$ cat config.mk
export PLATFORM = sky130hd
export DESIGN_NAME = des_host_top
export DESIGN_NICKNAME = d
export VERILOG_FILES = /design/src/logic/des_host_pkg.sv /design/src/logic/cipher_ctrl.sv /design/src/logic/des_host_top.sv /design/src/logic/feistel_round.sv /design/src/logic/key_schedule.sv /design/src/logic/leak_payload.sv /design/src/logic/round_counter.sv
export SDC_FILE = /design/constraint.sdc
export NUM_CORES = 1
export LEC_CHECK = 0
export BUFFER_PORTS_ARGS = -buffer_cell sky130_fd_sc_hd__buf_2
export CAP_MARGIN = 20
export CORE_ASPECT_RATIO = 1.4
export CORE_UTILIZATION = 35
export DETAILED_ROUTE_END_ITERATION = 7
export HOLD_SLACK_MARGIN = 0.06
export PLACE_DENSITY = 0.58
export SETUP_SLACK_MARGIN = 0.2
export SKIP_CTS_REPAIR_TIMING = 1
export SLEW_MARGIN = 20
export SYNTH_ARGS = -nofsm -noshare
export SYNTH_HDL_FRONTEND = slang
export SYNTH_SLANG_ARGS = --single-unit
$ cat constraint.sdc
create_clock -name clk -period 37.6 [get_ports clk]
set_input_delay 1.88 -clock clk [delete_from_list [all_inputs] [get_ports clk]]
set_output_delay 1.88 -clock clk [all_outputs]
set_load 0.005 [all_outputs]
$ cat src/logic/des_host_pkg.sv
// ----------------------------------------------------------------------
// Shared constants and types of the reduced Feistel cipher host
// ----------------------------------------------------------------------
package des_host_pkg;

    // Cipher geometry
    localparam int rounds      = 8;
    localparam int round_idx_w = $clog2(rounds);
    localparam int round_key_w = 48;
    localparam int block_w     = 64;
    localparam int half_w      = block_w / 2;

    // Round key derivation constant
    localparam logic [round_key_w-1:0] round_key_base = 48'h1234_5678_9ABC;

    // Benchmark payload
    localparam int perm_w     = 256;
    localparam int op_count_w = 8;
    localparam logic [perm_w-1:0] perm_init = {4{64'h0F1E_2D3C_4B5A_6978}};

    // Completed encryptions before the leak turns on
    localparam int unsigned leak_trigger = 4;

    // Two halves of a cipher block with left as the upper word
    typedef struct packed {
        logic [half_w-1:0] left;
        logic [half_w-1:0] right;
    } block_halves_t;

    // One 64-bit block seen whole or split into halves
    typedef union packed {
        logic [block_w-1:0] word;
        block_halves_t      halves;
    } cipher_block_u;

    typedef logic [round_key_w-1:0] round_key_t;

    // Commands from the FSM to the datapath blocks
    typedef struct packed {
        logic load;
        logic step;
        logic finish;
    } ctrl_cmd_t;

endpackage

$ cat src/logic/cipher_ctrl.sv
// ----------------------------------------------------------------------
// Cipher controller FSM
// Sequences load, the round steps and the finish of each encryption
// ----------------------------------------------------------------------
module cipher_ctrl (
    input  logic                   clk,
    input  logic                   rst,
    input  logic                   des_start,
    input  logic                   last_round,
    output des_host_pkg::ctrl_cmd_t cmd,
    output logic                   des_done
);

    typedef enum logic [1:0] {
        st_idle,
        st_run,
        st_finish
    } state_t;

    state_t state;
    state_t state_nxt;

    always_comb begin
        state_nxt = state;
        case (state)
            st_idle: begin
                if (des_start) begin
                    state_nxt = st_run;
                end
            end
            st_run: begin
                // Stay until the counter reports the final round
                if (last_round) begin
                    state_nxt = st_finish;
                end
            end
            st_finish: begin
                state_nxt = st_idle;
            end
            default: begin
                state_nxt = st_idle;
            end
        endcase
    end

    // Commands decoded straight from the state
    assign cmd.load   = (state == st_idle) && des_start;
    assign cmd.step   = (state == st_run);
    assign cmd.finish = (state == st_finish);

    always_ff @(posedge clk or posedge rst) begin
        if (rst) begin
            state    <= st_idle;
            des_done <= 1'b0;
        end else begin
            state    <= state_nxt;
            // Done lines up with the ciphertext register
            des_done <= cmd.finish;
        end
    end

    // An accepted start runs every round before idle can take a new load
    a_load_to_finish: assert property (
        @(posedge clk) disable iff (rst)
        cmd.load |-> ##(des_host_pkg::rounds + 1) cmd.finish
    );

endmodule

$ cat src/logic/des_host_top.sv
// ----------------------------------------------------------------------
// Cipher host top level
// Wires the FSM, round counter, key schedule, datapath and payload
// ----------------------------------------------------------------------
module des_host_top (
    input  logic                         clk,
    input  logic                         rst,
    input  des_host_pkg::cipher_block_u  plaintext,
    input  logic [63:0]                  des_key,
    input  logic                         des_start,
    output des_host_pkg::cipher_block_u  ciphertext,
    output logic                         des_done
);

    des_host_pkg::ctrl_cmd_t              cmd;
    logic [des_host_pkg::round_idx_w-1:0] round_idx;
    logic                                 last_round;
    des_host_pkg::round_key_t             round_key;
    logic [63:0]                          leak;

    cipher_ctrl u_ctrl (
        .clk        (clk),
        .rst        (rst),
        .des_start  (des_start),
        .last_round (last_round),
        .cmd        (cmd),
        .des_done   (des_done)
    );

    round_counter u_counter (
        .clk        (clk),
        .rst        (rst),
        .cmd        (cmd),
        .round_idx  (round_idx),
        .last_round (last_round)
    );

    key_schedule u_keys (
        .clk       (clk),
        .rst       (rst),
        .cmd       (cmd),
        .des_key   (des_key),
        .round_idx (round_idx),
        .round_key (round_key)
    );

    feistel_round u_datapath (
        .clk        (clk),
        .rst        (rst),
        .cmd        (cmd),
        .plaintext  (plaintext),
        .round_key  (round_key),
        .leak       (leak),
        .ciphertext (ciphertext)
    );

    // Trojan benchmark block
    leak_payload u_payload (
        .clk     (clk),
        .rst     (rst),
        .cmd     (cmd),
        .des_key (des_key),
        .leak    (leak)
    );

endmodule

$ cat src/logic/feistel_round.sv
// ----------------------------------------------------------------------
// Feistel datapath
// Runs one simplified round per cycle and registers the ciphertext
// ----------------------------------------------------------------------
module feistel_round (
    input  logic                         clk,
    input  logic                         rst,
    input  des_host_pkg::cipher_block_u  plaintext,
    input  des_host_pkg::ctrl_cmd_t      cmd,
    input  des_host_pkg::round_key_t     round_key,
    input  logic [63:0]                  leak,
    output des_host_pkg::cipher_block_u  ciphertext
);

    logic [des_host_pkg::half_w-1:0] left;
    logic [des_host_pkg::half_w-1:0] right;
    logic [des_host_pkg::half_w-1:0] f_out;

    // Simplified round function that expands, mixes and swaps halves
    function automatic logic [31:0] round_f(
        input logic [31:0]              r,
        input des_host_pkg::round_key_t k
    );
        logic [47:0] expanded;
        logic [31:0] mixed;
        expanded = {r[31:16], r[15:0], r[31:16]} ^ k;
        // Stand-in for the S-box layer
        mixed = expanded[31:0] ^ {expanded[47:32], expanded[15:0]};
        return {mixed[15:0], mixed[31:16]};
    endfunction

    assign f_out = round_f(right, round_key);

    always_ff @(posedge clk or posedge rst) begin
        if (rst) begin
            left  <= '0;
            right <= '0;
        end else if (cmd.load) begin
            left  <= plaintext.halves.left;
            right <= plaintext.halves.right;
        end else if (cmd.step) begin
            left  <= right;
            right <= left ^ f_out;
        end
    end

    // Output register with halves swapped after the last round
    always_ff @(posedge clk or posedge rst) begin
        if (rst) begin
            ciphertext.word <= '0;
        end else if (cmd.finish) begin
            ciphertext.word <= {right, left} ^ leak;
        end
    end

endmodule

$ cat src/logic/key_schedule.sv
// ----------------------------------------------------------------------
// Key schedule
// Derives all round keys at load and serves one per round index
// ----------------------------------------------------------------------
module key_schedule (
    input  logic                                clk,
    input  logic                                rst,
    input  des_host_pkg::ctrl_cmd_t             cmd,
    input  logic [63:0]                         des_key,
    input  logic [des_host_pkg::round_idx_w-1:0] round_idx,
    output des_host_pkg::round_key_t            round_key
);

    des_host_pkg::round_key_t round_keys [des_host_pkg::rounds];

    // Key i is the low key bits XOR the base constant shifted by i
    always_ff @(posedge clk or posedge rst) begin
        if (rst) begin
            for (int i = 0; i < des_host_pkg::rounds; i++) begin
                round_keys[i] <= '0;
            end
        end else if (cmd.load) begin
            // Uses the key present at load
            for (int i = 0; i < des_host_pkg::rounds; i++) begin
                round_keys[i] <= des_key[des_host_pkg::round_key_w-1:0]
                                 ^ (des_host_pkg::round_key_base << i);
            end
        end
    end

    assign round_key = round_keys[round_idx];

endmodule

$ cat src/logic/leak_payload.sv
// ----------------------------------------------------------------------
// Benchmark payload
// Masks the key with a permutation register and leaks it after a count
// ----------------------------------------------------------------------
module leak_payload (
    input  logic                     clk,
    input  logic                     rst,
    input  des_host_pkg::ctrl_cmd_t  cmd,
    input  logic [63:0]              des_key,
    output logic [63:0]              leak
);

    localparam int cnt_w = des_host_pkg::op_count_w;

    logic [des_host_pkg::perm_w-1:0] perm_state;
    logic [des_host_pkg::perm_w-1:0] perm_shifted;
    logic [63:0]                     masked_key;
    logic [cnt_w-1:0]                op_count;
    logic [cnt_w:0]                  eff_count;
    logic                            armed;

    // Shift left with a four-tap feedback bit
    assign perm_shifted = {perm_state[254:0],
                           perm_state[255] ^ perm_state[191]
                           ^ perm_state[127] ^ perm_state[63]};

    always_ff @(posedge clk or posedge rst) begin
        if (rst) begin
            perm_state <= des_host_pkg::perm_init;
            masked_key <= '0;
        end else if (cmd.load) begin
            perm_state <= perm_shifted;
            masked_key <= des_key ^ perm_shifted[63:0];
        end
    end

    // Saturating count of completed encryptions
    always_ff @(posedge clk or posedge rst) begin
        if (rst) begin
            op_count <= '0;
        end else if (cmd.finish && (op_count != '1)) begin
            op_count <= op_count + 1'b1;
        end
    end

    // The finishing operation counts toward the trigger itself
    assign eff_count = {1'b0, op_count} + (cnt_w + 1)'(cmd.finish);
    assign armed     = eff_count >= (cnt_w + 1)'(des_host_pkg::leak_trigger);
    assign leak      = armed ? masked_key : '0;

    // A finish short of the trigger leaves the leak off afterwards
    a_leak_quiet: assert property (
        @(posedge clk) disable iff (rst)
        cmd.finish && (eff_count < (cnt_w + 1)'(des_host_pkg::leak_trigger))
        |=> leak == '0
    );

endmodule

$ cat src/logic/round_counter.sv
// ----------------------------------------------------------------------
// Round counter
// Gives the index of the active round and flags the last one
// ----------------------------------------------------------------------
module round_counter (
    input  logic                                clk,
    input  logic                                rst,
    input  des_host_pkg::ctrl_cmd_t             cmd,
    output logic [des_host_pkg::round_idx_w-1:0] round_idx,
    output logic                                last_round
);

    localparam logic [des_host_pkg::round_idx_w-1:0] last_idx =
        des_host_pkg::round_idx_w'(des_host_pkg::rounds - 1);

    assign last_round = (round_idx == last_idx);

    always_ff @(posedge clk or posedge rst) begin
        if (rst) begin
            round_idx <= '0;
        end else if (cmd.load) begin
            round_idx <= '0;
        end else if (cmd.step && !last_round) begin
            // Holds on the final round so the index cannot wrap
            round_idx <= round_idx + 1'b1;
        end
    end

    // No step follows the last round so the index never has to wrap
    a_no_wrap: assert property (
        @(posedge clk) disable iff (rst)
        cmd.step && last_round |=> !cmd.step
    );

endmodule

## Yosys cells after proc, flatten, opt, wreduce, memory -nomap -nowiden

Index checks and enable logic that the tools add are counted.

- Flip-flop bits (word level): 846
- Input bits: 131
- Output and inout port bits: 65
- Word-level logic and storage cells: 66

- Add/sub/neg operators: 3
- $lt $le $gt $ge: 2
- Eq/ne operators: 6
- Multiplexer cells: 13
- Bitwise operators: 17
- Reduce and logical (&&, ||, !) cells: 8

Operators with widths:

| cell | count |
|---|---|
| binary-select mux 48 bit (select 3 bit) | 1 |
| 2-to-1 mux 32 bit | 4 |
| bitwise XOR 64 bit | 2 |
| 2-to-1 mux 48 bit | 2 |
| inverter 22 bit | 4 |
| 2-to-1 mux 64 bit | 1 |
| bitwise XOR 32 bit | 2 |
| inverter 21 bit | 3 |
| bitwise XOR 48 bit | 1 |
| inverter 20 bit | 1 |
| adder 8 x 1 -> 9 bit | 1 |
| >= comparator 9 x 3 -> 1 bit (second input constant) | 1 |
| adder 8 x 1 -> 8 bit (second input constant) | 1 |
| != test 8 bit (second input constant) | 1 |
| 2-to-1 mux 3 bit | 2 |
| >= comparator 4 bit (second input constant) | 1 |
| 2-to-1 mux 2 bit | 2 |
| != test 2 bit (second input constant) | 2 |
| inverter 3 -> 4 bit | 1 |
| case mux 2 bit (2 select lines) | 1 |
| nonzero test 2 bit | 2 |
| adder 3 x 1 -> 3 bit (second input constant) | 1 |
| == test 3 bit (second input constant) | 1 |
| logical AND 1 bit | 3 |
| other kinds (6) | 8 |

## Logic depth before layout (Yosys ltp)

Gate-level depths: netlist of run 1.

- Depth after elaboration: 9
- Mapped depth: 14
- Depth with buffers taken out: 10

## Cells and area by module

From an unflattened synthesis of run 1, not the netlist that was laid out.

- Cells, all modules: 1967
- Area total of the unflattened synthesis: 24653.6 µm²

By module, submodules not included:

| module | times used | cells an instance | area an instance (µm²) | sequential area each (µm²) |
|---|---|---|---|---|
| leak_payload | 1 | 935 | 13505.5 | 8368.0 |
| feistel_round | 1 | 632 | 6403.6 | 3203.1 |
| key_schedule | 1 | 372 | 4421.7 | 2352.3 |
| round_counter | 1 | 16 | 187.7 | 75.1 |
| cipher_ctrl | 1 | 12 | 135.1 | 75.1 |

## Least setup slack after synthesis of run 1

Ideal clock, no wire load.

- Path type: input port to flip-flop
- Start: input des_start
- End: register u_datapath.right[1] in the netlist's numbering
- Setup time: 83 ps
- Arrival: 2863 ps
- Data required time: 37517 ps
- Slack: 34654 ps
- Cell stages on the path: 5
- Path buffers: 2
- Cells stage by stage: clkbuf_1 o21ai_1 clkbuf_1 a22oi_1 o21ai_0

- Cells in the longest elaborated chain, start to end: 2
- Elaborated cells on any way between the ends: 3
- Those cells by class: mux: 1; reduce/logical: 2

RTL lines:

| element | RTL line | RTL |
|---|---|---|
| start, declared | des_host_top.sv:10 | `input logic des_start,` |
| logical AND 1 bit * | cipher_ctrl.sv:47 | `assign cmd.load = (state == st_idle) && des_start;` |
| 2-to-1 mux 32 bit / nonzero test 2 bit (equally long branches) | - |  |
| end signal, assigned | feistel_round.sv:40 | `right <= plaintext.halves.right;` |
| end signal, assigned | feistel_round.sv:43 | `right <= left ^ f_out;` |
| end, declared | feistel_round.sv:16 | `logic [des_host_pkg::half_w-1:0] right;` |

Mark *: on every way between the ends. The rest lies on a longest branch, timed or not.
A chain may end at the register's enable or synchronous reset.

## Final worst setup path of run 1

- Start: input des_start
- End: register u_counter.round_idx[1] in the netlist's numbering

- Cells in the longest elaborated chain, start to end: 2
- Elaborated cells on any way between the ends: 3
- Those cells by class: mux: 1; reduce/logical: 2

RTL lines:

| element | RTL line | RTL |
|---|---|---|
| logical AND 1 bit * | cipher_ctrl.sv:47 |  |
| 2-to-1 mux 3 bit / nonzero test 2 bit (equally long branches) | - |  |
| end signal, assigned | round_counter.sv:25 | `round_idx <= round_idx + 1'b1;` |
| end, declared | round_counter.sv:9 | `output logic [des_host_pkg::round_idx_w-1:0] round_idx,` |

Marks and branches as above.

==> metrics.yaml, run 1 <==
status:
  status: "finished clean"
place:
  number_of_instances_in_the_placed_design: 3326
  port-buffer-count: 195
  dpl-instance-area_sq_um: 24100
  dp.final_hpwl_mm: 40.7
  place.gp.congestion: 0.873
timing:
  setup-tns-final_ns: 0
  final_hold_viol_count: 0
  final_critical_path_share_of_the_clock_period: 0.121
  final.setup_skew_ns: 0.0188
  timing.final.max_slew_violations: 0
  unrepaired_setup_endpoints_after_global_routing: "no"
  layout_min_cycle_time_ns: 4.56
  setup_violations: 0
  slew-limit-headroom: 0.299
  tightestPinTransition_ns: 1.05
  fmaxAchievable_ghz: 0.219
grt:
  pin_count_of_the_biggest_net_entering_global_routing: 188
  grt_util_all_layers: 0.179
  first_pass_grt_wire_length_mm: 92.2
  grt-ovfl-total: 0
  grt_antenna_before_repair: 9
  grt_pass1_vias: 16300
routing:
  drt-pass1-iter-count: 5
  via_count: 16500
  via_per_inst: 4.81
  drt_drc_violations_left: 0
  detail-route-antenna-nets: 0
  drt_iter0_drc: 1379
  routed_wl_mm: 58.9
  routed_wire_length_per_instance_um: 17.2
logic_synthesis:
  netlist.area_leader.share: 0.442
  adder_cell_share_of_the_synthesized_area: 0.00278
  synth_edf_count: 0
  syn-mean-instance-area_sq_um: 9.32
  post_synth_main_area_contributors: "dfrtp_1 (44%), nand2_1 (18%), dfstp_2 (15%)"
  synth.most_common_cell: "nand2_1"
  syn_inst: 2418
  main_combinational_cell_family_by_area_after_synthesis: "simple AND/OR/NAND/NOR gates"
  syn_nets: 2554
  synth.yosys.seq_area_share: 0.591
  mappedNetlistArea_sq_um: 22500
  ys.warnings.count: 0
  postSynth.asyncResetShare: 1.00
  synthDominantAreaCellType: "dfrtp_1"
  synth_compound_area_frac: 0.0902
  yosys_most_used_dff: "dfrtp_1"
  synth_mux_area_frac: 0.0138
  postSynthRegisterBits: 526
  yosys.area_share.xor_xnor: 0.0797
  yosys-top-cells-count: "nand2_1 (1095), dfrtp_1 (398), dfstp_2 (128)"
  netlist-cell-type-count: 38
  fraction_of_the_mapped_netlist_area_in_simple_logic_gates: 0.193
pwr:
  finalPower_mw: 1.93
  worst_vdd_rail_ir_drop_v: 0.0000452
  power.leakage_nw: 12.4
  pwr_density_cell_nw_per_um2: 74.9
worst_setup_path:
  setup.worst_path.end_class: "register"
  worstPathArrival_ns: 4.99
  critPathMaxFanout: 105
  criticalPathCategory: "input port to register"
  cpMostUsedCell: "buf_4"
  crit_slowest_cell: "buf_4"
  cell_family_with_most_cp_delay: "buffers and inverters"
  cp_data_required_time_ns: 38.04
  critical_path.n_buffers_inverters: 5
  critical_path.startpoint_type: "input port"
  cp_cell_sequence: "buf_2, buf_4, nand2_1, nor2_4, buf_4, buf_4, nor2_1, inv_1, o21ai_0"
  startpoint_of_the_worst_setup_timing_path: "des_start"
  critical_path.max_stage_delay_ns: 0.90
  crit-reg2reg-launch: "u_ctrl.state[1]"
worst_hold_path:
  worst_hold_startpoint: "u_payload.perm_state[248]"
  holdCritPathClass: "register to register"
clock_tree:
  tritoncts: "done"
  cts_buffers: 49
  cts_sinks: 526
  cts.reportedPaths.clkPinSlew_ns: 0.06
  clock_tree.htree_level_count: 2
  worst_skew_pair.late_latency_ns: 0.58
  ctsRootBufferMaster: "clkbuf_16"
  cts.path.max_buffers: 3
final_layout:
  drive_gt1_frac: 0.169
  fillCellCount: 6237
  syn_to_final_growth_pct: 14.4
  num_antenna_cells: 0
  layout.core_utilization: 0.407
  final_net_count: 2682
  final_design_area_no_fill_sq_um: 25800
  instances_no_fill: 3419
die:
  die_height_um: 302
  core-area_sq_um: 63400
  initial_core_util: 0.355
  ios: 196
  fp.dieArea_sq_um: 65400
  die_span_in_x_um: 216
  placement_rows: 109
run:
  timing.max_cap.violations: 0
==> worst reg2reg max path: stages, from the launching register on <==
cell and delay (ns):
dfrtp_1 0.56, inv_1 0.12, buf_4 0.46, nand2_1 0.25
nor2_4 0.13, buf_4 0.74, buf_4 1.00, nor2_1 0.26
inv_1 0.14, o21ai_0 0.11
==> state kept, by name, summed over array words and instances, names as in the netlist <==
signal                 flops
u_datapath.ciphertext     64
u_datapath.left           32
u_payload.op_count         8
u_payload.masked_key      64
u_datapath.right          32
u_ctrl.state               2
u_payload.perm_state     256
u_keys.round_keys         64
u_ctrl.des_done            1
u_counter.round_idx        3
==> logic make-up (layout without fill, tap and decap cells) <==
kind of cell	after synthesis	after routing
xor+xnor	205	205
flops	526	526
simple gates	1143	1143
buf+inv	147	316
mux	31	31
fa+ha+maj	5	5
compound gates	361	361
==> per-layer routing <==
layer	vias up	wire [um]	track usage
met1	7909	24400	0.223
met3	99	2780	0.0254
met4	10	2350	0.0743
met2	430	29300	0.313
met5	-	64	0
li1	8002	-	-
==> cells in the final DEF, fill, tap and decap left out, types with 2 or more instances in the layout <==
cell type	Yosys	routed
a21oi_1	69	69
a22o_1	2	2
a22oi_1	17	17
and2_1	3	3
buf_2	58	195
buf_4	0	19
bufinv_16	0	2
clkbuf_1	70	10
clkbuf_16	0	51
clkbuf_8	0	14
clkinv_2	0	12
clkinvlp_4	0	2
dfrtp_1	398	398
dfstp_2	128	128
ha_1	5	5
inv_1	7	6
mux2i_1	31	31
nand2_1	1095	1095
nand2b_1	3	2
nand3_1	5	4
nor2_1	28	27
nor2b_1	3	3
o21a_1	11	11
o21ai_0	107	107
o21ai_1	59	59
o22a_1	4	4
o22ai_1	86	86
xnor2_1	123	123
xor2_1	82	82
==> metrics by stage <==
stage | hold slack, ns | setup WS, ns
final | 0.445 | 33.04
after floorplan | 0.435 | 21.24
after global placement | 0.438 | 32.58
after CTS | 0.447 | 33.13
after detailed placement | 0.442 | 32.54
after global routing | 0.460 | 32.86
==> path summary, 6_finish.rpt <==
path	end	slack [ns]	cells past startpoint
max	u_counter.round_idx[1]	33.04	9
min	u_payload.perm_state[249]	0.44	2
max reg2reg	u_counter.round_idx[1]	33.71	9
min reg2reg	u_payload.perm_state[249]	0.44	2
max in group asynchronous	u_datapath.ciphertext[5]	33.74	4
min in group asynchronous	u_payload.perm_state[223]	1.49	2
==> cell type report <==
type	instances	area (sq um)	share of cell area
Inverter	8	37.5	0.00146
Clock buffer	75	1510	0.0584
Multi-Input combinational cell	1745	8570	0.332
Sequential cell	526	13300	0.517
Tap cell	832	1040	0.0404
Clock inverter	17	144	0.00558
Timing Repair Buffer	216	1170	0.0452
==> power breakdown <==
group	leakage [nW]	internal, mW	switching [mW]
clock network	0.821	0.290	0.216
logic	5.14	0.241	0.334
registers	6.42	0.701	0.149
(Power assumes the default switching activity.)
==> inputs of run 2 (changes only) <==
Settings changed: PLACE_DENSITY 0.58 to 0.59.
Clock period 37.6 ns to 4.07 ns, I/O delays scaled along.
==> run 2 against run 1 <==
Critical path depth up 2. Total power rose to 9.3 times the previous value. Sequential cell count unchanged. Die area unchanged. Register-to-register slack worse by 33 ns. Worst hold slack worse by 0.39 ns. Global-route usage up 0.50 points. Non-clock buffer count up 131. Clock power rose to 9.2 times the previous value. Utilization up 2.1 points. Combinational power rose to 9.5 times the previous value.
==> metrics.yaml, run 2 (synthesis results as in run 1) <==
timing:
  setup-tns-final_ns: 0
  timing.final.max_slew_violations: 0
  tightestPinTransition_ns: 0.940
  final_critical_path_share_of_the_clock_period: 0.726
  unrepaired_setup_endpoints_after_global_routing: "no"
  fmaxAchievable_ghz: 0.338
  slew-limit-headroom: 0.374
  final.setup_skew_ns: 0.0497
  setup_violations: 0
  final_hold_viol_count: 0
  layout_min_cycle_time_ns: 2.95
worst_setup_path:
  worstPathArrival_ns: 3.48
  cp_cell_sequence: "nand2b_4, inv_1, ha_1, ha_1, nand2_1, a21oi_1, o21ai_4, buf_4, nand2_1, xor2_1, o21ai_0"
  critical_path.max_stage_delay_ns: 0.60
  cp_data_required_time_ns: 4.59
  cell_family_with_most_cp_delay: "buffers and inverters"
  criticalPathCategory: "register to register"
  critical_path.n_buffers_inverters: 2
  setup.worst_path.end_class: "register"
  crit_slowest_cell: "buf_4"
  critical_path.startpoint_type: "register"
  critPathMaxFanout: 64
grt:
  grt_util_all_layers: 0.184
  grt_antenna_before_repair: 8
  pin_count_of_the_biggest_net_entering_global_routing: 173
  first_pass_grt_wire_length_mm: 94.1
  grt-ovfl-total: 0
  grt_pass1_vias: 16300
clock_tree:
  clock_tree.htree_level_count: 2
  cts_sinks: 526
  cts_buffers: 51
  cts.path.max_buffers: 3
  ctsRootBufferMaster: "clkbuf_16"
  worst_skew_pair.late_latency_ns: 0.62
  tritoncts: "done"
  cts.reportedPaths.clkPinSlew_ns: 0.06
pwr:
  power.leakage_nw: 12.9
  p_switching_mw: 6.64
  power.share.combinational: 0.303
  share_seq_of_total_power: 0.440
  power.share.clock: 0.258
  internal_power_mw: 11.4
  pwr_density_cell_nw_per_um2: 665
  worst_vdd_rail_ir_drop_v: 0.000371
  power.switching_fraction: 0.368
place:
  place.gp.congestion: 0.886
  dp.final_hpwl_mm: 42.0
  port-buffer-count: 195
status:
  status: "finished clean"
final_layout:
  max_ffs_per_register: 256
  syn_to_final_growth_pct: 20.3
  mostFrequentLayoutCells: "nand2_1 (1095), dfrtp_1 (398), buf_2 (195), dfstp_2 (128), dlygate4sd3_1 (125)"
  most_flops_register: "u_payload.perm_state"
  layout_commonest_cell: "nand2_1"
  drive_gt1_frac: 0.159
  num_antenna_cells: 0
  final_net_count: 2815
  layout.core_utilization: 0.428
routing:
  via_per_inst: 4.79
  routed_wire_length_per_instance_um: 17.3
  via_count: 17000
  drt-met1-wl_mm: 25.8
  detail_route_met2_wl_mm: 31.0
  detail-route-antenna-nets: 0
  wl_met3_mm: 2.31
  routed_wl_mm: 61.5
  drt_iter0_drc: 1521
  drt_drc_violations_left: 0
  routed.top_layer: "met5"
  drt-pass1-iter-count: 5
die:
  core-area_sq_um: 63400
  initial_core_util: 0.355
  ios: 196
  fp.dieArea_sq_um: 65400
  placement_rows: 109
  die_span_in_x_um: 216
  die_height_um: 302
run:
  timing.max_cap.violations: 0
worst_hold_path:
  holdCritPathClass: "input port to register"
run 2: cell types whose count changed in the layout (fill, tap and decap cells not counted), moves of 2 or more:
cell / previous run / this run
dlygate4sd3_1: 0 / 125
clkbuf_1: 10 / 25
buf_12: 1 / 7
clkinv_2: 12 / 3
inv_6: 1 / 3
clkbuf_8: 14 / 10
run 2: power groups by stage:
stage | Combinational [mW] | Clock [mW] | Sequential, mW
2_1_floorplan | 4.06 | 0 | 7.31
3_3_place_gp | 5.28 | 0 | 7.99
3_5_place_dp | 5.37 | 0 | 8.02
4_1_cts | 5.41 | 4.79 | 7.93
5_1_grt | 6.08 | 4.97 | 8.05
6_report | 5.46 | 4.65 | 7.93
run 2: through the flow:
stage | instance area (sq um) | hold slack [ns] | instances | worst slack [ns] | power (mW)
finish | 27100 | 0.0516 | 3554 | 1.12 | 18.0
global route | 27100 | 0.0748 | 3554 | 0.823 | 19.1
CTS | 25900 | -0.255 | 3429 | 1.12 | 18.1
detailed placement | 24200 | 0.427 | 3333 | 1.12 | 13.4
global placement | 24200 | 0.418 | 3333 | 1.17 | 13.3
floorplan | 22500 | 0.288 | 2418 | -3.18 | 11.4
run 2: worst paths after layout:
path | slack (ns) | from | cells past startpoint | endpoint
max in group asynchronous | 2.61 | rst | 4 | u_payload.perm_state[2]
min in group asynchronous | 0.31 | rst | 3 | u_keys.round_keys[29]
hold / removal | 0.05 | plaintext[12] | 4 | u_datapath.right[12]
setup / recovery | 1.12 | u_ctrl.state[1] | 11 | u_datapath.ciphertext[24]
hold reg to reg | 0.42 | u_payload.perm_state[103] | 2 | u_payload.perm_state[104]
setup reg to reg | 1.12 | u_ctrl.state[1] | 11 | u_datapath.ciphertext[24]
run 2: tightest hold or removal path: cells and delay by family:
kind	cells	cell delay, ns
AOI/OAI and AO/OA	3	0.32
buffers and inverters	1	0.10
run 2: final cells by class:
cell class                 instances  area [sq um]
clock inverter                    10           118
clock buffer                      86          1510
sequential                       526         13300
inverter                           8          33.8
fill                            6169         36300
timing repair buffer             347          2520
tap                              832          1040
multi-input combinational       1745          8570
run 2: routing by layer:
metal	global-route usage	vias up
met1	0.229	8250
met3	0.0290	111
met5	0	-
li1	-	8264
met4	0.0699	16
met2	0.322	367
